==> config.mk <==
export PLATFORM = sky130hd
export DESIGN_NAME = axi_wr_sub_flat
export DESIGN_NICKNAME = d
export VERILOG_FILES = /design/src/axi_wr_pkg.sv /design/src/axi_wr_if.sv /design/src/axi_wr_sub.sv /design/src/axi_burst_addr.sv /design/src/skid_buf.sv /design/src/flat_wrapper.sv
export SDC_FILE = /design/constraint.sdc
export NUM_CORES = 1
export LEC_CHECK = 0
export BUFFER_PORTS_ARGS = -buffer_cell sky130_fd_sc_hd__buf_2
export CAP_MARGIN = 20
export CORE_AREA = 2 2 135 170
export DETAILED_ROUTE_END_ITERATION = 16
export DIE_AREA = 0 0 137 172
export GPL_TIMING_DRIVEN = 0
export HOLD_SLACK_MARGIN = 0.02
export PLACE_DENSITY = 0.71
export SLEW_MARGIN = 15
export SYNTH_ARGS = -nofsm -noshare
export SYNTH_HDL_FRONTEND = slang
export SYNTH_SLANG_ARGS = --single-unit
==> constraint.sdc <==
create_clock -name clk -period 7 [get_ports clk]
set_input_delay 1.4 -clock clk [delete_from_list [all_inputs] [get_ports clk]]
set_output_delay 1.4 -clock clk [all_outputs]
set_load 0.05 [all_outputs]
==> src/axi_wr_pkg.sv <==
/* Shared AXI write-path types and default widths. No exclusive access:
   EXOKAY and DECERR exist in the response code but are never returned */
package axi_wr_pkg;

    // ------------------------------
    // Default widths
    // ------------------------------
    // Defaults for the top-level parameters, passed down from there
    localparam int AXI_AW    = 32;
    localparam int AXI_IW    = 4;
    localparam int AXI_UW    = 8;

    // AxLEN field width, fixed by the AXI4 spec
    localparam int AXI_LEN_W = 8;

    // ------------------------------
    // Channel encodings
    // ------------------------------
    // Burst kind as carried on AWBURST
    typedef enum logic [1:0] {
        AXI_BURST_FIXED = 2'b00,
        AXI_BURST_INCR  = 2'b01,
        AXI_BURST_WRAP  = 2'b10,
        AXI_BURST_RSVD  = 2'b11
    } axi_burst_e;

    // Response code as carried on BRESP
    typedef enum logic [1:0] {
        AXI_RESP_OKAY   = 2'b00,
        AXI_RESP_EXOKAY = 2'b01,
        AXI_RESP_SLVERR = 2'b10,
        AXI_RESP_DECERR = 2'b11
    } axi_resp_e;

endpackage
==> src/axi_wr_if.sv <==
/* AXI4 write channels (AW, W, B) and the internal component write bus.
   No lock, cache or prot signals; the component bus has no handshake */
`timescale 1ns/1ns

interface axi_wr_if #(
    parameter int AW = axi_wr_pkg::AXI_AW,
    parameter int DW = 32,
    parameter int IW = axi_wr_pkg::AXI_IW,
    parameter int UW = axi_wr_pkg::AXI_UW
);
    import axi_wr_pkg::*;

    // AW channel
    logic                 awvalid;
    logic                 awready;
    logic [AW-1:0]        awaddr;
    logic [1:0]           awburst;
    logic [2:0]           awsize;
    logic [AXI_LEN_W-1:0] awlen;
    logic [IW-1:0]        awid;
    logic [UW-1:0]        awuser;

    // W channel
    logic                 wvalid;
    logic                 wready;
    logic [DW-1:0]        wdata;
    logic [DW/8-1:0]      wstrb;
    logic                 wlast;

    // B channel
    logic                 bvalid;
    logic                 bready;
    axi_resp_e            bresp;
    logic [IW-1:0]        bid;

    // Subordinate side drives the readies and the response
    modport w_sub (
        input  awvalid, awaddr, awburst, awsize, awlen, awid, awuser,
        output awready,
        input  wvalid, wdata, wstrb, wlast,
        output wready,
        output bvalid, bresp, bid,
        input  bready
    );

    // Manager side drives requests and data
    modport w_mgr (
        output awvalid, awaddr, awburst, awsize, awlen, awid, awuser,
        input  awready,
        output wvalid, wdata, wstrb, wlast,
        input  wready,
        input  bvalid, bresp, bid,
        output bready
    );

endinterface

interface comp_wr_if #(
    parameter int AW = axi_wr_pkg::AXI_AW,
    parameter int DW = 32
);
    // Beat strobe and payload from the subordinate
    logic            dv;
    logic [AW-1:0]   addr;  // Byte address, word aligned
    logic [DW-1:0]   wdata;
    logic [DW/8-1:0] wstrb;
    logic            last;  // Marks the final beat of a burst
    // Stall and per-beat error from the memory
    logic            hld;
    logic            err;

    modport sub (output dv, addr, wdata, wstrb, last, input hld, err);
    modport mem (input dv, addr, wdata, wstrb, last, output hld, err);

endinterface

==> src/axi_wr_sub.sv <==
/* AXI4 write subordinate, one active burst, in-order B responses.
   W beats are taken only while a burst is active; bus and component widths match */
`timescale 1ns/1ns

module axi_wr_sub #(
    parameter int AW = axi_wr_pkg::AXI_AW,
    parameter int DW = 32,
    parameter int IW = axi_wr_pkg::AXI_IW,
    parameter int UW = axi_wr_pkg::AXI_UW
) (
    input  logic      clk,
    input  logic      rst_n,
    axi_wr_if.w_sub   s_axi,
    comp_wr_if.sub    comp
);
    import axi_wr_pkg::*;

    localparam int BC = DW / 8;
    localparam int BW = $clog2(BC);

    // AW request context
    typedef struct packed {
        logic [AW-1:0]        addr;
        axi_burst_e           burst;
        logic [2:0]           size;
        logic [AXI_LEN_W-1:0] len;
        logic [IW-1:0]        id;
        logic [UW-1:0]        user;
    } req_ctx_t;

    // W beat payload
    typedef struct packed {
        logic [DW-1:0] data;
        logic [BC-1:0] strb;
        logic          last;
    } w_beat_t;

    // B response payload
    typedef struct packed {
        axi_resp_e     resp;
        logic [IW-1:0] id;
    } b_rsp_t;

    req_ctx_t      aw_ctx;
    req_ctx_t      req_ctx;
    logic          req_valid;
    logic          req_ready;
    req_ctx_t      txn_ctx;
    logic [AW-1:0] txn_addr_nxt;
    logic          txn_active;
    logic          txn_err;
    logic          txn_final_beat;
    logic          beat_fire;

    w_beat_t       w_in;
    w_beat_t       w_out;
    logic          w_valid;
    logic          w_ready;
    logic          w_out_valid;

    b_rsp_t        rp_data;
    b_rsp_t        b_out;
    logic          rp_valid;
    logic          rp_ready;

    // ------------------------------
    // Request path
    // ------------------------------
    always_comb begin
        aw_ctx.addr  = s_axi.awaddr;
        aw_ctx.burst = axi_burst_e'(s_axi.awburst);
        aw_ctx.size  = s_axi.awsize;
        aw_ctx.len   = s_axi.awlen;
        aw_ctx.id    = s_axi.awid;
        aw_ctx.user  = s_axi.awuser;
    end

    // Pass-through stage so an accepted AW loads the context next edge
    skid_buf #(
        .payload_t (req_ctx_t),
        .OUT_REG   (1'b0)
    ) u_req_skd (
        .clk     (clk),
        .rst_n   (rst_n),
        .i_valid (s_axi.awvalid),
        .o_ready (s_axi.awready),
        .i_data  (aw_ctx),
        .o_valid (req_valid),
        .i_ready (req_ready),
        .o_data  (req_ctx)
    );

    // Component beat taken this cycle
    assign beat_fire      = comp.dv && !comp.hld;
    assign txn_final_beat = beat_fire && comp.last;

    // Next burst only with a free response slot
    // Overlap with the final beat only when B is empty, so its response fits
    assign req_ready = (!txn_active || (txn_final_beat && !s_axi.bvalid)) && rp_ready;

    always_ff @(posedge clk or negedge rst_n) begin
        if (!rst_n) begin
            txn_active <= 1'b0;
            txn_ctx    <= '0;
            txn_err    <= 1'b0;
        end else if (req_valid && req_ready) begin
            txn_active <= 1'b1;
            txn_ctx    <= req_ctx;
            txn_err    <= 1'b0;
        end else begin
            if (txn_final_beat) begin
                txn_active <= 1'b0;
            end
            // Advance per beat and keep any error sticky
            if (beat_fire) begin
                txn_ctx.addr <= txn_addr_nxt;
                txn_err      <= txn_err || comp.err;
            end
        end
    end

    // Full unaligned address feeds the calculator for narrow sizes
    axi_burst_addr #(
        .AW (AW),
        .DW (DW)
    ) u_burst_addr (
        .i_last_addr (txn_ctx.addr),
        .i_size      (txn_ctx.size),
        .i_burst     (txn_ctx.burst),
        .i_len       (txn_ctx.len),
        .o_next_addr (txn_addr_nxt)
    );

    // ------------------------------
    // Data path
    // ------------------------------
    assign w_in    = '{data: s_axi.wdata, strb: s_axi.wstrb, last: s_axi.wlast};
    assign w_valid = s_axi.wvalid && txn_active;
    assign s_axi.wready = w_ready && txn_active;

    // Registered output puts the first beat one cycle after the W handshake
    skid_buf #(
        .payload_t (w_beat_t),
        .OUT_REG   (1'b1)
    ) u_w_skd (
        .clk     (clk),
        .rst_n   (rst_n),
        .i_valid (w_valid),
        .o_ready (w_ready),
        .i_data  (w_in),
        .o_valid (w_out_valid),
        .i_ready (txn_active && !comp.hld),
        .o_data  (w_out)
    );

    // Beats of a following burst wait here until its context loads
    assign comp.dv    = w_out_valid && txn_active;
    assign comp.addr  = {txn_ctx.addr[AW-1:BW], BW'(0)};
    assign comp.wdata = w_out.data;
    assign comp.wstrb = w_out.strb;
    assign comp.last  = w_out.last;

    // ------------------------------
    // Response path
    // ------------------------------
    assign rp_valid     = txn_final_beat;
    assign rp_data.resp = (txn_err || comp.err) ? AXI_RESP_SLVERR : AXI_RESP_OKAY;
    assign rp_data.id   = txn_ctx.id;

    skid_buf #(
        .payload_t (b_rsp_t),
        .OUT_REG   (1'b1)
    ) u_b_skd (
        .clk     (clk),
        .rst_n   (rst_n),
        .i_valid (rp_valid),
        .o_ready (rp_ready),
        .i_data  (rp_data),
        .o_valid (s_axi.bvalid),
        .i_ready (s_axi.bready),
        .o_data  (b_out)
    );

    assign s_axi.bresp = b_out.resp;
    assign s_axi.bid   = b_out.id;

endmodule

==> src/axi_burst_addr.sv <==
/* Next-beat byte address for FIXED, INCR and WRAP bursts. WRAP assumes a
   size-aligned start and a length of 2, 4, 8 or 16; reserved acts as FIXED */
`timescale 1ns/1ns

module axi_burst_addr #(
    parameter int AW = axi_wr_pkg::AXI_AW,
    parameter int DW = 32
) (
    input  logic [AW-1:0]                     i_last_addr,
    input  logic [2:0]                        i_size,
    input  axi_wr_pkg::axi_burst_e            i_burst,
    input  logic [axi_wr_pkg::AXI_LEN_W-1:0]  i_len,
    output logic [AW-1:0]                     o_next_addr
);
    import axi_wr_pkg::*;

    localparam int BW = $clog2(DW / 8);

    logic [2:0]    eff_size;
    logic [AW-1:0] beat_bytes;
    logic [AW-1:0] addr_algn;
    logic [AW-1:0] addr_incr;
    logic [AW-1:0] wrap_mask;
    logic [AW-1:0] addr_wrap;

    // Sizes wider than the bus are clamped to the bus width
    assign eff_size   = (i_size > 3'(BW)) ? 3'(BW) : i_size;
    assign beat_bytes = AW'(1) << eff_size;

    // Unaligned start only matters for the first beat
    assign addr_algn  = i_last_addr & ~(beat_bytes - AW'(1));
    assign addr_incr  = addr_algn + beat_bytes;

    // Wrap block is size x (len + 1) bytes
    assign wrap_mask  = ((AW'(i_len) + AW'(1)) << eff_size) - AW'(1);
    assign addr_wrap  = (i_last_addr & ~wrap_mask) | (addr_incr & wrap_mask);

    always_comb begin
        case (i_burst)
            AXI_BURST_INCR: o_next_addr = addr_incr;
            AXI_BURST_WRAP: o_next_addr = addr_wrap;
            // FIXED and reserved repeat the address
            default:        o_next_addr = i_last_addr;
        endcase
    end

endmodule

==> src/skid_buf.sv <==
/* Valid/ready register stage with one skid entry, any packed payload type.
   o_ready is registered and stays low during reset and the first cycle */
`timescale 1ns/1ns

module skid_buf #(
    parameter type payload_t = logic,
    parameter bit  OUT_REG   = 1'b0
) (
    input  logic     clk,
    input  logic     rst_n,
    input  logic     i_valid,
    output logic     o_ready,
    input  payload_t i_data,
    output logic     o_valid,
    input  logic     i_ready,
    output payload_t o_data
);

    logic     skid_valid;
    logic     skid_valid_nxt;
    logic     skid_load;
    payload_t skid_data;
    logic     in_fire;

    // Upstream transfer
    assign in_fire = i_valid && o_ready;

    // Ready is the registered inverse of the next skid state
    always_ff @(posedge clk or negedge rst_n) begin
        if (!rst_n) begin
            skid_valid <= 1'b0;
            o_ready    <= 1'b0;
        end else begin
            skid_valid <= skid_valid_nxt;
            o_ready    <= !skid_valid_nxt;
        end
    end

    // Skid entry catches one item while downstream stalls
    always_ff @(posedge clk) begin
        if (skid_load) begin
            skid_data <= i_data;
        end
    end

    if (OUT_REG) begin : g_out_reg
        logic     out_valid;
        logic     out_free;
        payload_t out_data;

        // Output register can take a new item this cycle
        assign out_free       = !out_valid || i_ready;
        assign skid_load      = in_fire && !out_free;
        assign skid_valid_nxt = skid_load || (skid_valid && !out_free);

        always_ff @(posedge clk or negedge rst_n) begin
            if (!rst_n) begin
                out_valid <= 1'b0;
            end else if (out_free) begin
                out_valid <= skid_valid || in_fire;
            end
        end

        // Skid entry drains first to keep order
        always_ff @(posedge clk) begin
            if (out_free && skid_valid) begin
                out_data <= skid_data;
            end else if (out_free && in_fire) begin
                out_data <= i_data;
            end
        end

        assign o_valid = out_valid;
        assign o_data  = out_data;
    end else begin : g_out_comb
        // Input passes straight through unless the skid entry is full
        assign skid_load      = in_fire && !i_ready;
        assign skid_valid_nxt = skid_load || (skid_valid && !i_ready);

        assign o_valid = skid_valid || in_fire;
        assign o_data  = skid_valid ? skid_data : i_data;
    end

endmodule

==> src/flat_wrapper.sv <==
// flat-port wrapper written by rule: the top's interface ports become plain ports
module axi_wr_sub_flat import axi_wr_pkg::*;
#(
    parameter int AW = axi_wr_pkg::AXI_AW,
    parameter int DW = 32,
    parameter int IW = axi_wr_pkg::AXI_IW,
    parameter int UW = axi_wr_pkg::AXI_UW
)
  (clk, rst_n, s_axi_awvalid, s_axi_awaddr, s_axi_awburst, s_axi_awsize, s_axi_awlen, s_axi_awid, s_axi_awuser, s_axi_awready, s_axi_wvalid, s_axi_wdata, s_axi_wstrb, s_axi_wlast, s_axi_wready, s_axi_bvalid, s_axi_bresp, s_axi_bid, s_axi_bready, comp_dv, comp_addr, comp_wdata, comp_wstrb, comp_last, comp_hld, comp_err);
  axi_wr_if #(.AW(AW), .DW(DW), .IW(IW), .UW(UW)) s_axi_i ();
  comp_wr_if #(.AW(AW), .DW(DW)) comp_i ();
  input  logic clk;
  input  logic rst_n;
  input wire logic [$bits(s_axi_i.awvalid)-1:0] s_axi_awvalid;
  input wire logic [$bits(s_axi_i.awaddr)-1:0] s_axi_awaddr;
  input wire logic [$bits(s_axi_i.awburst)-1:0] s_axi_awburst;
  input wire logic [$bits(s_axi_i.awsize)-1:0] s_axi_awsize;
  input wire logic [$bits(s_axi_i.awlen)-1:0] s_axi_awlen;
  input wire logic [$bits(s_axi_i.awid)-1:0] s_axi_awid;
  input wire logic [$bits(s_axi_i.awuser)-1:0] s_axi_awuser;
  output wire logic [$bits(s_axi_i.awready)-1:0] s_axi_awready;
  input wire logic [$bits(s_axi_i.wvalid)-1:0] s_axi_wvalid;
  input wire logic [$bits(s_axi_i.wdata)-1:0] s_axi_wdata;
  input wire logic [$bits(s_axi_i.wstrb)-1:0] s_axi_wstrb;
  input wire logic [$bits(s_axi_i.wlast)-1:0] s_axi_wlast;
  output wire logic [$bits(s_axi_i.wready)-1:0] s_axi_wready;
  output wire logic [$bits(s_axi_i.bvalid)-1:0] s_axi_bvalid;
  output wire logic [$bits(s_axi_i.bresp)-1:0] s_axi_bresp;
  output wire logic [$bits(s_axi_i.bid)-1:0] s_axi_bid;
  input wire logic [$bits(s_axi_i.bready)-1:0] s_axi_bready;
  output wire logic [$bits(comp_i.dv)-1:0] comp_dv;
  output wire logic [$bits(comp_i.addr)-1:0] comp_addr;
  output wire logic [$bits(comp_i.wdata)-1:0] comp_wdata;
  output wire logic [$bits(comp_i.wstrb)-1:0] comp_wstrb;
  output wire logic [$bits(comp_i.last)-1:0] comp_last;
  input wire logic [$bits(comp_i.hld)-1:0] comp_hld;
  input wire logic [$bits(comp_i.err)-1:0] comp_err;
  assign s_axi_i.awvalid = s_axi_awvalid;
  assign s_axi_i.awaddr = s_axi_awaddr;
  assign s_axi_i.awburst = s_axi_awburst;
  assign s_axi_i.awsize = s_axi_awsize;
  assign s_axi_i.awlen = s_axi_awlen;
  assign s_axi_i.awid = s_axi_awid;
  assign s_axi_i.awuser = s_axi_awuser;
  assign s_axi_awready = s_axi_i.awready;
  assign s_axi_i.wvalid = s_axi_wvalid;
  assign s_axi_i.wdata = s_axi_wdata;
  assign s_axi_i.wstrb = s_axi_wstrb;
  assign s_axi_i.wlast = s_axi_wlast;
  assign s_axi_wready = s_axi_i.wready;
  assign s_axi_bvalid = s_axi_i.bvalid;
  assign s_axi_bresp = s_axi_i.bresp;
  assign s_axi_bid = s_axi_i.bid;
  assign s_axi_i.bready = s_axi_bready;
  assign comp_dv = comp_i.dv;
  assign comp_addr = comp_i.addr;
  assign comp_wdata = comp_i.wdata;
  assign comp_wstrb = comp_i.wstrb;
  assign comp_last = comp_i.last;
  assign comp_i.hld = comp_hld;
  assign comp_i.err = comp_err;
  axi_wr_sub #(.AW(AW), .DW(DW), .IW(IW), .UW(UW)) u_core (.clk(clk), .rst_n(rst_n), .s_axi(s_axi_i), .comp(comp_i));
endmodule
### Word level (Yosys, flattened, before mapping)

Cells that the tools add are included.
Widths: inputs -> output; s select.

| storage, ports and cells | value |
|---|---|
| bits in registers | 202 |
| input port bits | 101 |
| word-level logic and storage cells | 108 |

| operators by class | value |
|---|---|
| add/subtract/negate cells | 4 |
| magnitude comparators | 1 |
| eq/ne operators | 2 |
| shifts and indexed selects | 2 |
| mux-type cells | 14 |
| bitwise logic cells | 6 |
| reductions and logical operators | 48 |

Operators by type and width:

| operator | number |
|---|---|
| $and 32x32->32 | 3 |
| $mux 37 | 2 |
| $mux 32 | 2 |
| $not 32->32 | 2 |
| $pmux 32 s2 | 1 |
| $sub 32x1->32 const B | 2 |
| $mux 57 | 1 |
| $add 32x32->32 | 1 |
| $or 32x32->32 | 1 |
| $shl 1x3->32 const A | 1 |
| $shl 9x3->32 | 1 |
| $logic_and 1x1->1 | 22 |
| $mux 6 | 2 |
| $logic_not 1->1 | 10 |
| $logic_or 1x1->1 | 10 |
| $add 8x1->9 const B | 1 |
| $reduce_bool 2->1 | 4 |
| $mux 1 | 4 |
| $gt 3x2->1 const B | 1 |
| $mux 3 | 1 |
| $reduce_bool 3->1 | 1 |
| $eq 2x1->1 const B | 1 |
| $eq 2x2->1 const B | 1 |
| $mux 2 | 1 |
| $reduce_and 2->1 | 1 |

### Longest topological paths before layout

| logic depth | value |
|---|---|
| depth in word-level cells | 12 |
| depth in mapped cells | 14 |

### Cells and area by module

From an unflattened synthesis, not the netlist that was laid out.

| second synthesis, totals | value |
|---|---|
| cells, all modules | 864 |
| area total of the unflattened synthesis | 11,135.7 µm² |

Modules (own cells, without submodules):

| module | instances | cells each | area each (µm²) | sequential area each (µm²) |
|---|---|---|---|---|
| skid_buf at u_core.u_w_skd | 1 | 127 | 2,955.3 | 2,297.2 |
| axi_wr_sub | 1 | 189 | 2,576.2 | 1,276.2 |
| skid_buf at u_core.u_req_skd | 1 | 128 | 2,553.7 | 1,761.7 |
| axi_burst_addr | 1 | 389 | 2,464.9 | 0.0 |
| skid_buf at u_core.u_b_skd | 1 | 31 | 585.6 | 435.4 |

### Worst setup path after synthesis

No wires, ideal clock.

| timing | value |
|---|---|
| path type | input to register |
| from | input port s_axi_wvalid |
| to | register u_core.u_w_skd.g_out_reg.out_data (netlist bit u_core.u_w_skd.o_data[0]), enable pin |
| library setup time | 0.488 ns |
| data arrival time | 4.221 ns |
| required time | 6.512 ns |
| path slack | 2.292 ns |
| cell stages on the path | 2 |
| path buffers | 0 |
| cell sequence | a21oi_1 -> a211oi_1 |

| on the way | value |
|---|---|
| word-level cells in the longest chain between the ends | 4 |

Ends and longest elaborated chain:

| element | RTL line | RTL |
|---|---|---|
| from (decl) | flat_wrapper.sv:22 | `input wire logic [$bits(s_axi_i.wvalid)-1:0] s_axi_wvalid;` |
| $logic_and 1x1->1 | axi_wr_sub.sv:138 | `assign w_valid = s_axi.wvalid && txn_active;` |
| $logic_and 1x1->1 | skid_buf.sv:26 | `assign in_fire = i_valid && o_ready;` |
| $logic_and 1x1->1 | skid_buf.sv:68 | `end else if (out_free && in_fire) begin` |
| $reduce_bool 2->1 (no line) | -- |  |
| to (signal assigned) | skid_buf.sv:67 | `out_data <= skid_data;` |
| to (signal assigned) | skid_buf.sv:69 | `out_data <= i_data;` |
| to (decl) | skid_buf.sv:49 | `payload_t out_data;` |

Every way passes these cells.
A chain may end at the register's enable or synchronous reset.

==> results.sh <==
export IMPL_p_leak_nw=4.55
export IMPL_seq_area_frac_synth_pct=57.6
export IMPL_worstHoldStart="u_core.rp_data[1]"
export IMPL_finalWirelength_um=23900
export IMPL_finalCritPeriodShare_pct=53.0
export IMPL_drtAntennaViolNets=0
export IMPL_timing_max_transition_violations_final=0
export IMPL_die_area_sq_um=23600
export IMPL_hold_buffer_count_at_cts=0
export IMPL_dp_hpwl_um=17600
export IMPL_regToRegStartpoint="u_core.txn_ctx[13]"
export IMPL_required_ns=7.36
export IMPL_design_core_area_sq_um=22000
export IMPL_die_width_um=137
export IMPL_worst_path_max_delay_cell="sky130_fd_sc_hd__buf_1"
export IMPL_grt_overflow_total=0
export IMPL_grtUsageTotal_pct=20.9
export IMPL_detail_route_drc_violations=0
export IMPL_yosys_warnings=0
export IMPL_cts_htree_levels=4
export IMPL_async_reset_ff_share_pct=30.7
export IMPL_post_cts_resized=0
export IMPL_detail_route_wl_per_cell_um=18.7
export IMPL_detailedRoute_firstIterationViolations=478
export IMPL_final_layout_size_suffix_gt1_share_pct=32.5
export IMPL_timing_worst_slew_pin_value_ns=0.943
export IMPL_peakVddDrop_v=0.000304
export IMPL_area_delta_synth_final_pct=21.1
export IMPL_globalplace_congestion=0.890
export IMPL_regToRegSetupSlack_ns=3.45
export IMPL_cp_max_fo=10
export IMPL_tritoncts_buffer_count=17
export IMPL_clkTransAtPathRegs_ns=0.08
export IMPL_grt_antenna_before_repair=4
export IMPL_worstSetupPathType="input pin to flip-flop"
export IMPL_post_synth_num_cell_types=77
export IMPL_hold_depth=0
export IMPL_ioPinCount=180
export IMPL_avgViaCountPerCell=5.50
export IMPL_postCtsSetupRepairBufs=0
export IMPL_crit_path_dat_ns=4.07
export IMPL_postSynthRegisterBits=192
export IMPL_final_setup_viol_count=0
export IMPL_max_cap_violations=0
export IMPL_worst_skew_pair_late_latency_ns=0.43
export IMPL_critical_path_endpoint_type="flip-flop"
export IMPL_floorplan_die_height_um=172
export IMPL_tritoncts="yes"
export IMPL_tritoncts_num_sinks=192
export IMPL_final_hold_viol_count=0
export IMPL_cts_root_buffer_cell="sky130_fd_sc_hd__clkbuf_16"
export IMPL_initial_utilization_pct=43.2
export IMPL_synth_edff_count=133
export IMPL_status="finished, final reports clean"
export IMPL_critPathMaxStageDelay_ns=0.64
export IMPL_portBuffers=168
export IMPL_grt_start_max_net_pins=48
export IMPL_fmaxAchievable_mhz=270
export IMPL_start_kind="input pin"
export IMPL_std_cell_rows=61
export IMPL_slew_headroom_pct=37.2
export IMPL_ff2ff_path_depth=13
export IMPL_tightest_hold_margin_ns=0.492
export IMPL_final_period_minus_worst_setup_slack_ns=3.71
export IMPL_syn_inst=781
export IMPL_grt_first_pass_wirelength_um=37900
export IMPL_rsz_0062_raised_after_global_routing="no"
export IMPL_layout_cell_area_non_filler_sq_um=11500
export IMPL_yosys_most_used_dff="sky130_fd_sc_hd__edfxtp_1"
export IMPL_finish_net_count=1089
export IMPL_synthesis_area_per_instance_sq_um=12.2
export IMPL_min_to="u_core.u_b_skd.skid_data[1]"
export IMPL_synthesis_area_sq_um=9490
export IMPL_setup_tns_after_final_layout_ns=0
export IMPL_clockBufferDepth=2
export IMPL_hp_class="flip-flop to flip-flop"
export IMPL_dpl_instance_area_sq_um=10800
export IMPL_cp_cell_sequence="buf_2 -> nor4bb_1 -> o21a_1 -> nor2b_1 -> clkbuf_1 -> buf_1 -> nand2_1 -> a31oi_1"
export IMPL_power_density_nw_per_um2=495
export IMPL_detailroute_via_count=7038
export IMPL_grt_pass1_vias=7002
export IMPL_final_setup_skew_ns=0.0110
export IMPL_dr_pass1_iters=6
-- critical path, delay by kind of cell --
kind	cells	cell delay, ns
buf+inv	3	1.25
compound gates	2	0.52
simple gates	3	0.89
-- stage by stage --
step,setup WS [ns],util [%],total power [mW],instances
2_1_floorplan,2.29,-,3.90,787
3_3_place_gp,0.528,48.7,4.58,1238
3_5_place_dp,2.88,49.4,4.65,1244
4_1_cts,3.31,52.3,5.71,1276
5_1_grt,3.01,52.3,6.03,1276
6_report,3.29,52.3,5.69,1279
-- Yosys cell counts, types with 10 or more instances --
cell type / count / share of area, %
sky130_fd_sc_hd__nor2_1: 36 / 1.4
sky130_fd_sc_hd__mux2i_1: 46 / 4.9
sky130_fd_sc_hd__o21ai_0: 36 / 1.9
sky130_fd_sc_hd__clkbuf_1: 25 / 0.99
sky130_fd_sc_hd__nand4_1: 13 / 0.86
sky130_fd_sc_hd__buf_4: 34 / 2.7
sky130_fd_sc_hd__inv_1: 14 / 0.55
sky130_fd_sc_hd__a31oi_1: 14 / 0.92
sky130_fd_sc_hd__nor2b_1: 10 / 0.66
sky130_fd_sc_hd__a21oi_1: 31 / 1.6
sky130_fd_sc_hd__nand3_1: 24 / 1.3
sky130_fd_sc_hd__mux2_2: 49 / 5.8
sky130_fd_sc_hd__dfrtp_1: 59 / 16
sky130_fd_sc_hd__nand2_1: 68 / 2.7
sky130_fd_sc_hd__edfxtp_1: 133 / 42
-- cells in the final DEF (no fill, tap or decap), types with 4 or more instances in the layout --
cell	Yosys	layout
sky130_fd_sc_hd__ha_1	8	8
sky130_fd_sc_hd__o22ai_1	4	4
sky130_fd_sc_hd__o21ai_0	36	36
sky130_fd_sc_hd__o31ai_1	6	6
sky130_fd_sc_hd__mux2_2	49	49
sky130_fd_sc_hd__edfxtp_1	133	133
sky130_fd_sc_hd__nor2_1	36	34
sky130_fd_sc_hd__nor2b_1	10	10
sky130_fd_sc_hd__and4_1	5	5
sky130_fd_sc_hd__xor2_1	9	9
sky130_fd_sc_hd__nand4_1	13	13
sky130_fd_sc_hd__buf_2	9	176
sky130_fd_sc_hd__mux2i_1	46	46
sky130_fd_sc_hd__clkbuf_1	25	25
sky130_fd_sc_hd__buf_1	4	4
sky130_fd_sc_hd__conb_1	2	8
sky130_fd_sc_hd__a31oi_1	14	14
sky130_fd_sc_hd__or3_1	5	5
sky130_fd_sc_hd__nor3_1	8	8
sky130_fd_sc_hd__a211oi_1	5	4
sky130_fd_sc_hd__a21oi_1	31	31
sky130_fd_sc_hd__inv_8	0	4
sky130_fd_sc_hd__o21a_1	4	4
sky130_fd_sc_hd__a31o_2	4	4
sky130_fd_sc_hd__clkbuf_16	0	17
sky130_fd_sc_hd__and3_1	9	9
sky130_fd_sc_hd__and2_1	7	7
sky130_fd_sc_hd__nand2_1	68	68
sky130_fd_sc_hd__nand2b_1	7	7
sky130_fd_sc_hd__nand3_1	24	24
sky130_fd_sc_hd__o211ai_1	9	9
sky130_fd_sc_hd__xnor2_1	9	9
sky130_fd_sc_hd__buf_4	34	35
sky130_fd_sc_hd__dfrtp_1	59	59
sky130_fd_sc_hd__inv_1	14	14
-- routing by layer --
metal | share of wire (%) | vias to the layer above | track usage [%]
li1 | - | 3329 | -
met1 | 40 | 3379 | 24.7
met2 | 49 | 276 | 35.6
met4 | 2.5 | 2 | 6.86
met3 | 8.0 | 52 | 6.98
met5 | 0.054 | - | 0
-- where the power goes --
part	internal, mW	total (mW)	switching, mW	leakage, nW
combinational	0.939	2.78	1.85	2.32
sequential	1.61	1.86	0.247	1.92
clock	0.555	1.05	0.493	0.308
total	3.10	5.69	2.59	4.55
-- how the worst max path moves through the flow --
stage                 start                        end  slack, ns  cells after the start
4_1_cts            comp_hld                  flip-flop       3.31                      9
3_3_place_gp   s_axi_wvalid  u_core.u_w_skd.o_data[16]       0.53                      3
3_5_place_dp       comp_hld                  flip-flop       2.88                      9
2_1_floorplan  s_axi_wvalid   u_core.u_w_skd.o_data[0]       2.29                      2
6_report           comp_hld                  flip-flop       3.29                      8
5_1_grt            comp_hld                  flip-flop       3.01                      8
-- final cells by class --
cell class                 count  area (sq um)
antenna                        3          7.51
buffer                        74           432
clock buffer                  17           425
clock inverter                15           213
fill                        1912         10500
inverter                      14          52.6
multi-input combinational    507          3590
sequential                   192          5470
tap                          283           354
timing repair buffer         174           952
-- cell families (layout without fill, tap and decap cells) --
| logic type | after synthesis | after routing | share of synthesized area [%] |
|---|---|---|---|
| buf+inv | 88 | 294 | 5.10 |
| compound gates | 161 | 161 | 11.8 |
| simple gates | 215 | 215 | 11.7 |
| mux | 95 | 95 | 10.7 |
| other cells | 2 | 11 | 0.0791 |
| fa+ha+maj | 8 | 8 | 1.05 |
| flops | 192 | 192 | 57.6 |
| xor+xnor | 20 | 20 | 2.00 |
Note: power is estimated with default switching activity, not from simulation.
